**src/source/gpio_defines.svh**
```systemverilog
// Bank geometry, bus widths and register map macros
// for the J/K GPIO port bank
`ifndef GPIO_DEFINES_SVH
`define GPIO_DEFINES_SVH

// ----------------------------------------------------------------------
// Bank geometry
// ----------------------------------------------------------------------
`define GPIO_NUM_PORTS        8   // J0..J3, then K0..K3
`define GPIO_PORTS_PER_GROUP  4   // Ports sharing one pcint line
`define GPIO_NUM_GROUPS       2   // Group J on bit 0, group K on bit 1
`define GPIO_PORT_WIDTH       8   // Pins per port

// Data-memory bus
`define GPIO_ADDR_WIDTH       8
`define GPIO_DATA_WIDTH       8

// ----------------------------------------------------------------------
// Register map
// ----------------------------------------------------------------------
// J0 PIN register, each port takes four addresses after it
`define GPIO_BASE_ADDR        8'h90

// Offsets inside one port
`define GPIO_REG_PIN          2'd0   // Pad inputs, write toggles PORT
`define GPIO_REG_DDR          2'd1   // Direction, 1 = drive
`define GPIO_REG_PORT         2'd2   // Output value
`define GPIO_REG_MSK          2'd3   // Pin change mask

`endif

```
**src/source/gpio_pkg.sv**
```systemverilog
// Shared vector typedefs and bundle structs for the GPIO bank
`default_nettype none
`include "gpio_defines.svh"

package gpio_pkg;

   // Plain vectors
   typedef logic [`GPIO_ADDR_WIDTH-1:0] addr_t;     // Data-memory address
   typedef logic [`GPIO_DATA_WIDTH-1:0] data_t;     // Bus data
   typedef logic [`GPIO_PORT_WIDTH-1:0] pin_vec_t;  // One port's pins
   typedef logic [`GPIO_NUM_PORTS-1:0]  port_sel_t; // One-hot port pick
   typedef logic [1:0]                  reg_kind_t; // PIN/DDR/PORT/MSK

   // Data-memory access from the CPU
   typedef struct packed {
      addr_t addr;
      data_t wdata;
      logic  re;     // Read strobe, one cycle
      logic  we;     // Write strobe, one cycle
      logic  sel;    // Data-memory select
   } dm_bus_t;

   // Decoded access, fanned out to all ports
   typedef struct packed {
      port_sel_t wr;
      port_sel_t rd;
      reg_kind_t kind;
   } reg_strobe_t;

   // Crossbar override per pin
   typedef struct packed {
      pin_vec_t ddoe;   // Direction override enable
      pin_vec_t ddov;   // Direction override value
      pin_vec_t pvoe;   // Output value override enable
      pin_vec_t pvov;   // Output value override
   } xb_ctl_t;

   typedef struct packed {
      pin_vec_t portx;
      pin_vec_t ddrx;
   } port_drive_t;

   // What actually reaches the pads
   typedef struct packed {
      pin_vec_t out;
      pin_vec_t oe;
   } pad_drive_t;

endpackage
`default_nettype wire

```
**src/source/gpio_reg_decode.sv**
```systemverilog
// Data-memory address decoder for the port bank
// Turns one bus access into per-port strobes plus a register kind
`timescale 1ns/1ns
`default_nettype none
`include "gpio_defines.svh"

module gpio_reg_decode (
   input  wire logic                  clk,
   input  wire logic                  reset,
   input  wire gpio_pkg::dm_bus_t     dm,
   output gpio_pkg::reg_strobe_t      strobe
);

   // ----------------------------------------------------------------------
   // Map geometry
   // ----------------------------------------------------------------------
   localparam int KIND_W        = $bits(gpio_pkg::reg_kind_t);
   localparam int REGS_PER_PORT = 1 << KIND_W;            // 4 regs per port
   localparam int IDX_W         = $clog2(`GPIO_NUM_PORTS);

   // Last mapped address, 8'hAF for eight ports
   localparam gpio_pkg::addr_t MAP_LAST =
      gpio_pkg::addr_t'(`GPIO_BASE_ADDR + REGS_PER_PORT * `GPIO_NUM_PORTS - 1);

   gpio_pkg::addr_t     offset;     // Address relative to J0 PIN
   logic [IDX_W-1:0]    port_idx;
   logic                in_map;
   gpio_pkg::port_sel_t port_hit;   // One-hot, zero when off map

   assign offset   = dm.addr - `GPIO_BASE_ADDR;
   assign port_idx = offset[KIND_W +: IDX_W];  // offset / 4

   // Select must be up and the address inside the window
   assign in_map = dm.sel &&
                   (dm.addr >= `GPIO_BASE_ADDR) &&
                   (dm.addr <= MAP_LAST);

   always_comb begin
      port_hit = '0;
      if (in_map) begin
         port_hit[port_idx] = 1'b1;
      end
   end

   // ----------------------------------------------------------------------
   // Strobes out
   // ----------------------------------------------------------------------
   always_comb begin
      strobe.wr   = dm.we ? port_hit : '0;
      strobe.rd   = dm.re ? port_hit : '0;
      strobe.kind = offset[KIND_W-1:0];     // Low two bits pick the register
   end

   // CPU never reads and writes in the same cycle
   a_no_rd_and_wr: assert property (
      @(posedge clk) disable iff (reset)
      !(dm.re && dm.we)
   ) else $error("gpio_reg_decode: re and we both high");

endmodule
`default_nettype wire

```
**src/source/gpio_port_regs.sv**
```systemverilog
// One 8-pin port: DDR, PORT and MSK registers, PIN toggle,
// two-stage pad synchroniser and pin change detector
`timescale 1ns/1ns
`default_nettype none
`include "gpio_defines.svh"

module gpio_port_regs (
   input  wire logic                  clk,
   input  wire logic                  reset,
   input  wire logic                  wr,        // Write to this port
   input  wire logic                  rd,        // Read from this port
   input  wire gpio_pkg::reg_kind_t   kind,
   input  wire gpio_pkg::data_t       wdata,
   input  wire gpio_pkg::pin_vec_t    pad_in,
   output gpio_pkg::port_drive_t      drive,
   output gpio_pkg::pin_vec_t         pinx,
   output gpio_pkg::data_t            rdata,
   output logic                       pcifr_set
);

   // Software visible state
   gpio_pkg::pin_vec_t ddr_q;
   gpio_pkg::pin_vec_t port_q;
   gpio_pkg::pin_vec_t msk_q;

   // Pad sampling chain
   gpio_pkg::pin_vec_t pin_meta;   // First stage, may go metastable
   gpio_pkg::pin_vec_t pin_sync;   // Second stage, the PIN value
   gpio_pkg::pin_vec_t pin_prev;   // One sample older than pin_sync
   gpio_pkg::pin_vec_t pin_delta;  // Masked changed bits

   // ----------------------------------------------------------------------
   // Register writes
   // ----------------------------------------------------------------------
   always_ff @(posedge clk) begin
      if (reset) begin
         ddr_q  <= '0;
         port_q <= '0;
         msk_q  <= '0;
      end else if (wr) begin
         case (kind)
            `GPIO_REG_PIN:  port_q <= port_q ^ wdata; // Ones flip PORT bits
            `GPIO_REG_DDR:  ddr_q  <= wdata;
            `GPIO_REG_PORT: port_q <= wdata;
            `GPIO_REG_MSK:  msk_q  <= wdata;
         endcase
      end
   end

   // ----------------------------------------------------------------------
   // Pad synchroniser
   // ----------------------------------------------------------------------
   always_ff @(posedge clk) begin
      if (reset) begin
         pin_meta <= '0;
         pin_sync <= '0;
         pin_prev <= '0;
      end else begin
         pin_meta <= pad_in;     // Edge k
         pin_sync <= pin_meta;   // Edge k+1
         pin_prev <= pin_sync;   // Edge k+2
      end
   end

   // Only unmasked-out pins count
   assign pin_delta = (pin_prev ^ pin_sync) & msk_q;

   // One-cycle flag after edge k+2
   always_ff @(posedge clk) begin
      if (reset) begin
         pcifr_set <= 1'b0;
      end else begin
         pcifr_set <= |pin_delta;
      end
   end

   // ----------------------------------------------------------------------
   // Read data and outputs
   // ----------------------------------------------------------------------
   always_comb begin
      rdata = '0;
      if (rd) begin
         case (kind)
            `GPIO_REG_PIN:  rdata = pin_sync;
            `GPIO_REG_DDR:  rdata = ddr_q;
            `GPIO_REG_PORT: rdata = port_q;
            `GPIO_REG_MSK:  rdata = msk_q;
         endcase
      end
   end

   always_comb begin
      drive.portx = port_q;
      drive.ddrx  = ddr_q;
   end

   assign pinx = pin_sync;   // Back to the crossbar

   // Back-to-back flags need the synchronised pins to move on each of
   // the two cycles before
   a_pcifr_single: assert property (
      @(posedge clk) disable iff (reset)
      (pcifr_set && $past(pcifr_set)) |->
         ($past(pin_sync, 1) != $past(pin_sync, 2)) &&
         ($past(pin_sync, 2) != $past(pin_sync, 3))
   ) else $error("gpio_port_regs: pcifr_set held without new pin change");

endmodule
`default_nettype wire

```
**src/source/gpio_pin_mux.sv**
```systemverilog
// Pad control for one port
// Crossbar override or register control, chosen per pin
`timescale 1ns/1ns
`default_nettype none

module gpio_pin_mux (
   input  wire gpio_pkg::port_drive_t port,   // From the port registers
   input  wire gpio_pkg::xb_ctl_t     xb,     // Crossbar override
   output gpio_pkg::pad_drive_t       pad
);

   gpio_pkg::pin_vec_t dir;   // 1 = pin drives
   gpio_pkg::pin_vec_t val;   // Value put on the pin

   // ----------------------------------------------------------------------
   // Per-bit selection
   // ----------------------------------------------------------------------
   // Direction, crossbar wins where ddoe is set
   assign dir = (xb.ddoe & xb.ddov) | (~xb.ddoe & port.ddrx);

   // Output value, crossbar wins where pvoe is set
   assign val = (xb.pvoe & xb.pvov) | (~xb.pvoe & port.portx);

   always_comb begin
      pad.out = val;
      pad.oe  = dir;   // Pad tristates where this is 0
   end

endmodule
`default_nettype wire

```
**src/source/gpio_readback.sv**
```systemverilog
// Read data return path for the port bank
// Picks the addressed port's byte and raises the output enable
`timescale 1ns/1ns
`default_nettype none
`include "gpio_defines.svh"

module gpio_readback (
   input  wire gpio_pkg::port_sel_t   rd,                       // One-hot read
   input  wire gpio_pkg::data_t       rdata [`GPIO_NUM_PORTS],  // Per-port data
   output gpio_pkg::data_t            dbus_out,
   output logic                       io_out_en
);

   // ----------------------------------------------------------------------
   // Data select
   // ----------------------------------------------------------------------
   // OR of the selected port only, zero when nothing is read
   always_comb begin
      dbus_out = '0;
      for (int i = 0; i < `GPIO_NUM_PORTS; i++) begin
         if (rd[i]) begin
            dbus_out = dbus_out | rdata[i];
         end
      end
   end

   // Any mapped read drives the bus
   assign io_out_en = |rd;

   // Decoder must address a single port at most
   a_rd_onehot: assert final ($onehot0(rd))
      else $error("gpio_readback: more than one port read at once");

endmodule
`default_nettype wire

```
**src/source/gpio_bank.sv**
```systemverilog
// Top of the J/K GPIO bank: decoder, eight ports with pin muxes,
// read data return and the group pin change lines
`timescale 1ns/1ns
`default_nettype none
`include "gpio_defines.svh"

module gpio_bank (
   input  wire logic                   clk,
   input  wire logic                   reset,
   // Data-memory bus
   input  wire gpio_pkg::dm_bus_t      dm,
   output gpio_pkg::data_t             dbus_out,
   output logic                        io_out_en,
   // Crossbar side
   input  wire gpio_pkg::xb_ctl_t      xb [`GPIO_NUM_PORTS],
   output gpio_pkg::pin_vec_t          xb_pinx [`GPIO_NUM_PORTS],
   // Pads
   input  wire gpio_pkg::pin_vec_t     pad_in [`GPIO_NUM_PORTS],
   output gpio_pkg::pad_drive_t        pad [`GPIO_NUM_PORTS],
   // Pin change lines, one per group
   output logic [`GPIO_NUM_GROUPS-1:0] pcint
);

   gpio_pkg::reg_strobe_t      strobe;                       // Decoded access
   gpio_pkg::port_drive_t      drive [`GPIO_NUM_PORTS];      // Regs to mux
   gpio_pkg::data_t            rdata [`GPIO_NUM_PORTS];      // Regs to readback
   logic [`GPIO_NUM_PORTS-1:0] pcifr_set;                    // Per-port flag

   // ----------------------------------------------------------------------
   // Address decode
   // ----------------------------------------------------------------------
   gpio_reg_decode decode_inst (
      .clk    (clk),
      .reset  (reset),
      .dm     (dm),
      .strobe (strobe)
   );

   // ----------------------------------------------------------------------
   // Ports, index 0..3 is J0..J3, 4..7 is K0..K3
   // ----------------------------------------------------------------------
   for (genvar i = 0; i < `GPIO_NUM_PORTS; i++) begin : g_port
      gpio_port_regs regs_inst (
         .clk       (clk),
         .reset     (reset),
         .wr        (strobe.wr[i]),
         .rd        (strobe.rd[i]),
         .kind      (strobe.kind),
         .wdata     (dm.wdata),
         .pad_in    (pad_in[i]),    // Raw pads, synchronised inside
         .drive     (drive[i]),
         .pinx      (xb_pinx[i]),
         .rdata     (rdata[i]),
         .pcifr_set (pcifr_set[i])
      );

      gpio_pin_mux mux_inst (
         .port (drive[i]),
         .xb   (xb[i]),
         .pad  (pad[i])
      );
   end

   // ----------------------------------------------------------------------
   // Read return
   // ----------------------------------------------------------------------
   gpio_readback readback_inst (
      .rd        (strobe.rd),
      .rdata     (rdata),
      .dbus_out  (dbus_out),
      .io_out_en (io_out_en)
   );

   // Group OR, bit 0 for J, bit 1 for K
   for (genvar g = 0; g < `GPIO_NUM_GROUPS; g++) begin : g_group
      assign pcint[g] =
         |pcifr_set[g*`GPIO_PORTS_PER_GROUP +: `GPIO_PORTS_PER_GROUP];
   end

endmodule
`default_nettype wire

```
**config.mk**
```make
export PLATFORM = sky130hd
export DESIGN_NAME = gpio_bank
export DESIGN_NICKNAME = d
export VERILOG_FILES = /design/src/source/gpio_pkg.sv /design/src/source/gpio_reg_decode.sv /design/src/source/gpio_port_regs.sv /design/src/source/gpio_pin_mux.sv /design/src/source/gpio_readback.sv /design/src/source/gpio_bank.sv
export VERILOG_INCLUDE_DIRS = /design/src /design/src/source
export SDC_FILE = /design/constraint.sdc
export NUM_CORES = 1
export LEC_CHECK = 0
export ABC_AREA = 1
export ABC_CLOCK_PERIOD_IN_PS = 2400
export BUFFER_PORTS_ARGS = -buffer_cell sky130_fd_sc_hd__buf_4
export CAP_MARGIN = 20
export CORE_UTILIZATION = 25
export CTS_CLUSTER_SIZE = 10
export DETAILED_ROUTE_END_ITERATION = 8
export MAX_ROUTING_LAYER = met4
export PLACE_DENSITY = 0.54
export SLEW_MARGIN = 0
export SYNTH_ARGS = -nofsm -noshare
export SYNTH_HDL_FRONTEND = slang
export SYNTH_HIERARCHICAL = 1
export SYNTH_SLANG_ARGS = --single-unit
```
**constraint.sdc**
```tcl
create_clock -name clk -period 2.4 [get_ports clk]
set_input_delay 0.36 -clock clk [delete_from_list [all_inputs] [get_ports clk]]
set_output_delay 0.36 -clock clk [all_outputs]
set_load 0.005 [all_outputs]
```
==> results of run 1 <==
[area by class of cell]
class	count	share of cell area, %
diodes	6	0.0546
clock inverters	14	0.683
repair inverters	1	0.0182
flip-flops and latches	392	28.6
repair buffers	715	20.6
multi-input cells	1956	32.3
inverters	566	7.79
well taps	1030	4.69
clock buffers	71	5.25
[power groups by stage]
stage / Sequential, uW / Clock [uW] / Combinational (uW)
2_1_floorplan: 6840 / 0 / 616
3_3_place_gp: 6900 / 0 / 1580
3_5_place_dp: 6900 / 0 / 1590
4_1_cts: 6760 / 7790 / 1680
5_1_grt: 6770 / 8030 / 1870
6_report: 6750 / 7550 / 1690
[routing by layer]
layer  vias to the layer above  wire, um
met5                         -         0
met4                         0      2010
met3                       126      5750
met2                       768     37100
met1                      9437     34700
li1                      10716         -
[worst max-delay path, delay by kind of cell (launching register included)]
kind | cells | cell delay [ns]
and+or+nand+nor | 4 | 0.48
DFF | 1 | 0.38
AOI/OAI and AO/OA | 2 | 0.37
buffers and inverters | 1 | 0.16
[placed cells by master, fill, tap and decap left out, types with 10 or more instances in the layout]
master,instances
dfxtp_1,387
nand2_1,910
nor4_1,64
clkbuf_16,52
o22ai_1,64
nand2_2,35
nor2_2,11
a31oi_1,64
o21ai_1,10
buf_6,12
inv_1,545
a21oi_1,136
dlygate4sd3_1,64
nor2_4,14
o21ai_0,182
nor2_1,312
inv_2,16
nand3_1,128
buf_4,625
clkbuf_1,12
[timing repair]
action / in CTS / in global routing
buffers inserted: 2 / 10
hold buffers: 64 / 0
gates resized for setup: 12 / 76
hold endpoints to repair: 64 / 0
pin swaps: 0 / 10
cloned: 0 / 7
endpoints found under the setup margin: 5 / 8
[registers in the layout, summed over array words and instances (netlist names)]
name,cells
g_port.regs_inst/ddr_q,64
g_port.regs_inst/msk_q,64
g_port.regs_inst/pin_meta,64
g_port.regs_inst/pin_prev,64
g_port.regs_inst/pinx,64
g_port.regs_inst/port_q,64
g_port.regs_inst/pcifr_set,8
[metrics by stage]
| stage | total power [uW] | area [sq um] | hold WS, ns | TNS (ns) |
|---|---|---|---|---|
| detailed placement | 8480 | 24800 | 0.392 | -0.152 |
| floorplan | 7460 | 19400 | 0.388 | 0 |
| CTS | 16200 | 27100 | 0.129 | 0 |
| global placement | 8470 | 24800 | 0.389 | -0.0483 |
| global route | 16700 | 27500 | 0.153 | -0.0614 |
| finish | 16000 | 27500 | 0.127 | 0 |
[worst max path at each step]
stage | depth (start not counted) | end | from | slack (ns)
after detailed placement | 14 | dbus_out[4] | dm[0] | -0.08
final | 7 | dbus_out[6] | g_port[6].regs_inst/ddr_q[6] | 0.05
after CTS | 7 | dbus_out[0] | g_port[4].regs_inst/port_q[0] | 0.003
after global placement | 14 | dbus_out[1] | dm[0] | -0.04
after global routing | 14 | dbus_out[7] | dm[0] | -0.03
after floorplan | 9 | dbus_out[0] | dm[12] | 0.47
[synthesized netlist by cell type, types with 8 or more instances]
cell	count	area share, %
a21oi_1	136	3.5
a31oi_1	64	2.1
buf_2	16	0.41
buf_4	10	0.39
buf_6	40	2.3
clkbuf_1	32	0.62
dfxtp_1	392	40
inv_1	549	11
inv_2	17	0.33
nand2_1	926	18
nand2_2	19	0.61
nand2_4	9	0.52
nand3_1	136	3.5
nor2_1	328	6.4
nor2_4	9	0.52
nor3_4	8	0.67
nor4_1	64	2.1
o21ai_0	192	5.0
o22ai_1	64	2.1
[kinds of logic (layout without fill, tap and decap cells)]
kind of cell	after synthesis	in the layout	synth area share, %
compound gates	456	456	12.6
buf+inv	664	1367	14.7
simple gates	1500	1500	32.2
other cells	0	6	0
flops	392	392	40.5
==> flow_summary.yaml, run 1 <==
grt:
  grt_antenna_before_repair: 4
  grt_pass1_vias: 18951
  track_usage_pct: 19.9
  grt.overflow.total: 0
  use_met2_pct: 32.4
  grt_pass1_wl_um: 114000
  grt_max_degree: 83
  grt_use_met1_pct: 24.7
  use_met3_pct: 3.95
  busiest_layer: "met2"
critical_path:
  critPathCaptureType: "output port"
  max_stage_delay_ns: 0.38
  crit_slowest_cell: "dfxtp_1"
  required_ns: 2.04
  critPathMostFrequentCell: "nand2_1"
  r2r_slack_ns: 1.21
  path_class: "register to output port"
  rr_startpoint: "g_port[4].regs_inst/pinx[4]"
  worstSetupStartpointType: "register"
  critPathArrivalTime_ns: 1.99
  rr_worst_depth: 6
  critPathMaxFanout: 3
  r2r_end: "g_port[4].regs_inst/pcifr_set"
  cp_cell_sequence: "o21ai_0 > a31oi_1 > nand2_1 > nand2_1 > nor2_1 > nand2_1 > buf_4"
sta:
  period_needed_ns: 2.35
  clock_skew_ns: 0.0210
  fin_crit_sh_pct: 97.8
  rsz0062_at_grt: "yes"
  slew_headroom_pct: 63.5
  setup_viol: 0
  worst_slack_ns: 0.0532
  worst_pin_slew_ns: 0.546
  final-hold-violation-count: 0
  drv_slew: 0
  fmax_ghz: 0.426
synth:
  yosysSeqAreaShare_pct: 40.5
  ys_ff_latch: 392
  synthFlopType: "dfxtp_1"
  synth_cell_type_count: 20
  synth_edf_count: 0
  syn_area_per_cell_sq_um: 6.44
  synth_warnings: 6
  synthArstFlopShare_pct: 0
  syn-num-nets: 3353
  synth_cells: 3012
  syn_area_sq_mm: 0.0194
finish:
  fin_util_pct: 36.0
  fillers: 8368
  drive_gt1_share_pct: 22.5
  final_nets: 4024
  layout.cells.non_filler: 4751
  multiInputGateArea_sq_mm: 0.00888
  regArea_sq_mm: 0.00785
  syn2layout_area_growth_pct: 41.8
floorplan:
  core_sq_mm: 0.0763
  row_count: 101
  die_height_um: 280
  initial_core_util_pct: 25.4
  die_w_um: 280
  die-area_sq_mm: 0.0787
  io_pins: 544
power_and_ir_drop:
  p_leak_uw: 0.0131
  switchingPower_uw: 3940
  switching_share_pct: 24.6
  pwr-share-clk_pct: 47.2
  p_int_uw: 12100
  p_comb_share_pct: 10.6
  p_seq_share_pct: 42.2
  powerDensity_mw_per_mm2: 582
  ir_drop_v: 0.000438
clocking:
  cts_tree: "yes"
  worstSkewPairLatency_ns: 0.60
  path_clk_slew_ns: 0.06
  cts-buffers-inserted: 51
  clk_path_buf_depth: 3
  cts_root_buffer: "clkbuf_16"
  cts_sinks: 392
  htreeDepth: 2
detailed_routing:
  wl_per_cell_um: 16.7
  drt_iter0_markers: 1349
  routed_wirelength_um: 79500
  drcViolationCount: 0
  drt_first_pass_iters: 6
  num_vias: 21047
  final_antenna_net_count: 0
  viasPerCell: 4.43
placed_design:
  portBuffers: 543
  placedCellCount: 4577
  dp_hpwl_um: 60600
  preCtsSetupSlack_ns: -0.0751
  place.gp.congestion: 0.893
status:
  outcome: "complete, no violations"
worst_hold_path:
  whs_path_depth: 2
  min_from: "reset"
  hold_path_class: "input port to register"
  whs_endpoint: "g_port[7].regs_inst/pin_meta[3]"
job:
  maxCapViolations: 0
No activity file was read; power rests on OpenSTA's default activity.
==> run 2: changes to the inputs <==
--- a/config.mk
+++ b/config.mk
@@ -13,6 +13,7 @@
 export CORE_UTILIZATION = 25
 export CTS_CLUSTER_SIZE = 10
 export DETAILED_ROUTE_END_ITERATION = 8
+export GPL_TIMING_DRIVEN = 0
 export MAX_ROUTING_LAYER = met4
 export PLACE_DENSITY = 0.54
 export SLEW_MARGIN = 0
@@ -20,3 +21,4 @@
 export SYNTH_HDL_FRONTEND = slang
 export SYNTH_HIERARCHICAL = 1
 export SYNTH_SLANG_ARGS = --single-unit
+export TNS_END_PERCENT = 10
==> run 2 against run 1 <==
- the run now ends with setup timing left
- critical path depth is 3 higher
- combinational power barely moved
- routed wire length decreased by 2.2%
- sequential power barely moved
- worst setup slack got worse by 0.095 ns
- global-route usage shrank 0.34 points
- final cell count is 0.32% lower
- die area stayed put
- core utilization hardly changed
- sequential share of layout area about the same
- maximum frequency down 3.9%
- critical path type is now input port to output port
- highest routed layer unchanged
==> flow_summary.yaml, run 2 (synthesis gave the netlist of run 1 again) <==
clocking:
  path_clk_slew_ns: 0.05
  worstSkewPairLatency_ns: 0.58
  clk_path_buf_depth: 3
  cts_root_buffer: "clkbuf_16"
  cts_tree: "yes"
  cts-buffers-inserted: 48
  htreeDepth: 2
  cts_sinks: 392
detailed_routing:
  num_vias: 21183
  dr_wl_met3_um: 5830
  highest_layer: "met4"
  routed_wirelength_um: 77800
  wl_per_cell_um: 16.4
  drt_iter0_markers: 1571
  drcViolationCount: 0
  final_antenna_net_count: 0
  met2_length_um: 35800
  drt_first_pass_iters: 6
  viasPerCell: 4.47
  wl_met1_um: 34000
finish:
  fillers: 8302
  final_cell_mix: "nand2_1, buf_4, inv_1"
  fin_util_pct: 36.0
  final_common_cell: "nand2_1"
  layout.cells.non_filler: 4736
  final_nets: 4023
  syn2layout_area_growth_pct: 41.6
  finalInstanceArea_sq_mm: 0.0275
  drive_gt1_share_pct: 22.4
critical_path:
  crit_buf_inv: 3
  max_stage_delay_ns: 0.26
  required_ns: 2.04
  path_class: "input port to output port"
  crit_slowest_cell: "buf_16"
  crit_path_start: "dm[12]"
  critPathMostFrequentCell: "nand2_2"
  rr_startpoint: "g_port[5].regs_inst/port_q[1]"
  cp_cell_sequence: "buf_16 > inv_1 > nand2_2 > o21ai_0 > a31oi_1 > nand2_1 > nand2_4 > nor2_1 > nand2_2 > buf_6"
  critPathCaptureType: "output port"
  critPathTopFamily: "simple AND/OR/NAND/NOR gates"
  critPathMaxFanout: 40
  critPathArrivalTime_ns: 2.08
  worstSetupStartpointType: "input port"
  r2r_slack_ns: 1.30
job:
  maxCapViolations: 0
floorplan:
  core_sq_mm: 0.0763
  initial_core_util_pct: 25.4
  io_pins: 544
  die-area_sq_mm: 0.0787
  row_count: 101
  die_height_um: 280
  die_w_um: 280
grt:
  grt_antenna_before_repair: 1
  track_usage_pct: 19.6
  grt_pass1_wl_um: 113000
  grt.overflow.total: 0
  grt_pass1_vias: 19159
  grt_max_degree: 41
sta:
  fin_crit_sh_pct: 102
  slew_headroom_pct: 53.0
  drv_slew: 0
  period_needed_ns: 2.44
  setup_viol: 4
  worst_slack_ns: -0.0422
  clock_skew_ns: 0.0112
  final-hold-violation-count: 0
  rsz0062_at_grt: "yes"
  worst_pin_slew_ns: 0.704
  fmax_ghz: 0.409
power_and_ir_drop:
  p_seq_share_pct: 44.4
  powerDensity_mw_per_mm2: 553
  switching_share_pct: 24.9
  switchingPower_uw: 3780
  pwr-share-clk_pct: 44.3
  p_comb_share_pct: 11.3
  ir_drop_v: 0.000432
  p_int_uw: 11400
  p_leak_uw: 0.0129
placed_design:
  dp_hpwl_um: 58400
  placedCellCount: 4582
  portBuffers: 540
  placed_cell_area_sq_mm: 0.0247
  place.gp.congestion: 0.876
worst_hold_path:
  min_from: "pad_in[15]"
  hold_path_class: "input port to register"
status:
  outcome: "finished, violations left"
  violations: "setup timing"
-- run 2: cell types whose count changed in the layout (fill, tap and decap cells not counted), sizes merged --
cell / previous run / this run
buf: 651 / 617
nor2: 337 / 341
clkbuf: 71 / 99
bufinv: 4 / 1
clkinv: 9 / 3
inv: 562 / 567
diode: 6 / 2
clkinvlp: 6 / 2
dlygate4sd3: 64 / 63
-- run 2: final cells by class --
type | count | area, sq um | share of cell area (%)
repair buffers | 617 | 4850 | 17.7
diodes | 2 | 5.00 | 0.0182
plain buffers | 97 | 753 | 2.74
inverters | 566 | 2130 | 7.76
clock inverters | 7 | 70.1 | 0.255
well taps | 1030 | 1290 | 4.69
clock buffers | 65 | 1330 | 4.83
flip-flops and latches | 392 | 7850 | 28.6
multi-input cells | 1960 | 9170 | 33.4
-- run 2: worst paths after layout --
kind,cells past startpoint,endpoint
worst max-delay path,10,dbus_out[4]
worst min-delay path,3,g_port[6].regs_inst/pin_meta[7]
worst max register to register,3,g_port[5].regs_inst/port_q[1]
worst min register to register,2,g_port[0].regs_inst/pinx[1]
-- run 2: timing repair --
item                                   4_1_cts  5_1_grt
pin swaps                                   31       24
hold buffers                                63        0
buffers inserted                            13        1
cloned                                       4        0
endpoints found under the hold margin       63        0
gates resized for setup                    122       32
setup endpoints to repair                    9        8
-- run 2: through the flow --
step	worst slack, ns	TNS [ns]	power, uW	hold slack (ns)
2_1_floorplan	0.473	0	7460	0.388
3_3_place_gp	-0.798	-6.00	8440	0.389
3_5_place_dp	-0.817	-6.20	8450	0.393
4_1_cts	-0.0303	-0.0796	15400	0.0184
5_1_grt	-0.0997	-0.551	15900	0.0274
6_report	-0.0422	-0.0893	15200	0.0506
-- run 2: power groups by stage --
| stage | clock, uW | sequential, uW | combinational (uW) |
|---|---|---|---|
| after floorplan | 0 | 6840 | 616 |
| after global placement | 0 | 6880 | 1560 |
| after detailed placement | 0 | 6880 | 1570 |
| after CTS | 6950 | 6740 | 1710 |
| after global routing | 7220 | 6750 | 1880 |
| final | 6710 | 6740 | 1720 |
-- run 2: routing by layer --
layer / GRT usage (%) / vias to the layer above
met5: - / -
met4: 5.80 / 0
met3: 3.92 / 124
met2: 31.1 / 760
met1: 25.0 / 9571
li1: - / 10728
-- run 2: worst reg2reg max path, cell delays in order, from the launching register on --
cell and delay (ns):
dfxtp_1 0.53, inv_1 0.10, nor4_1 0.30, nor2_1 0.06
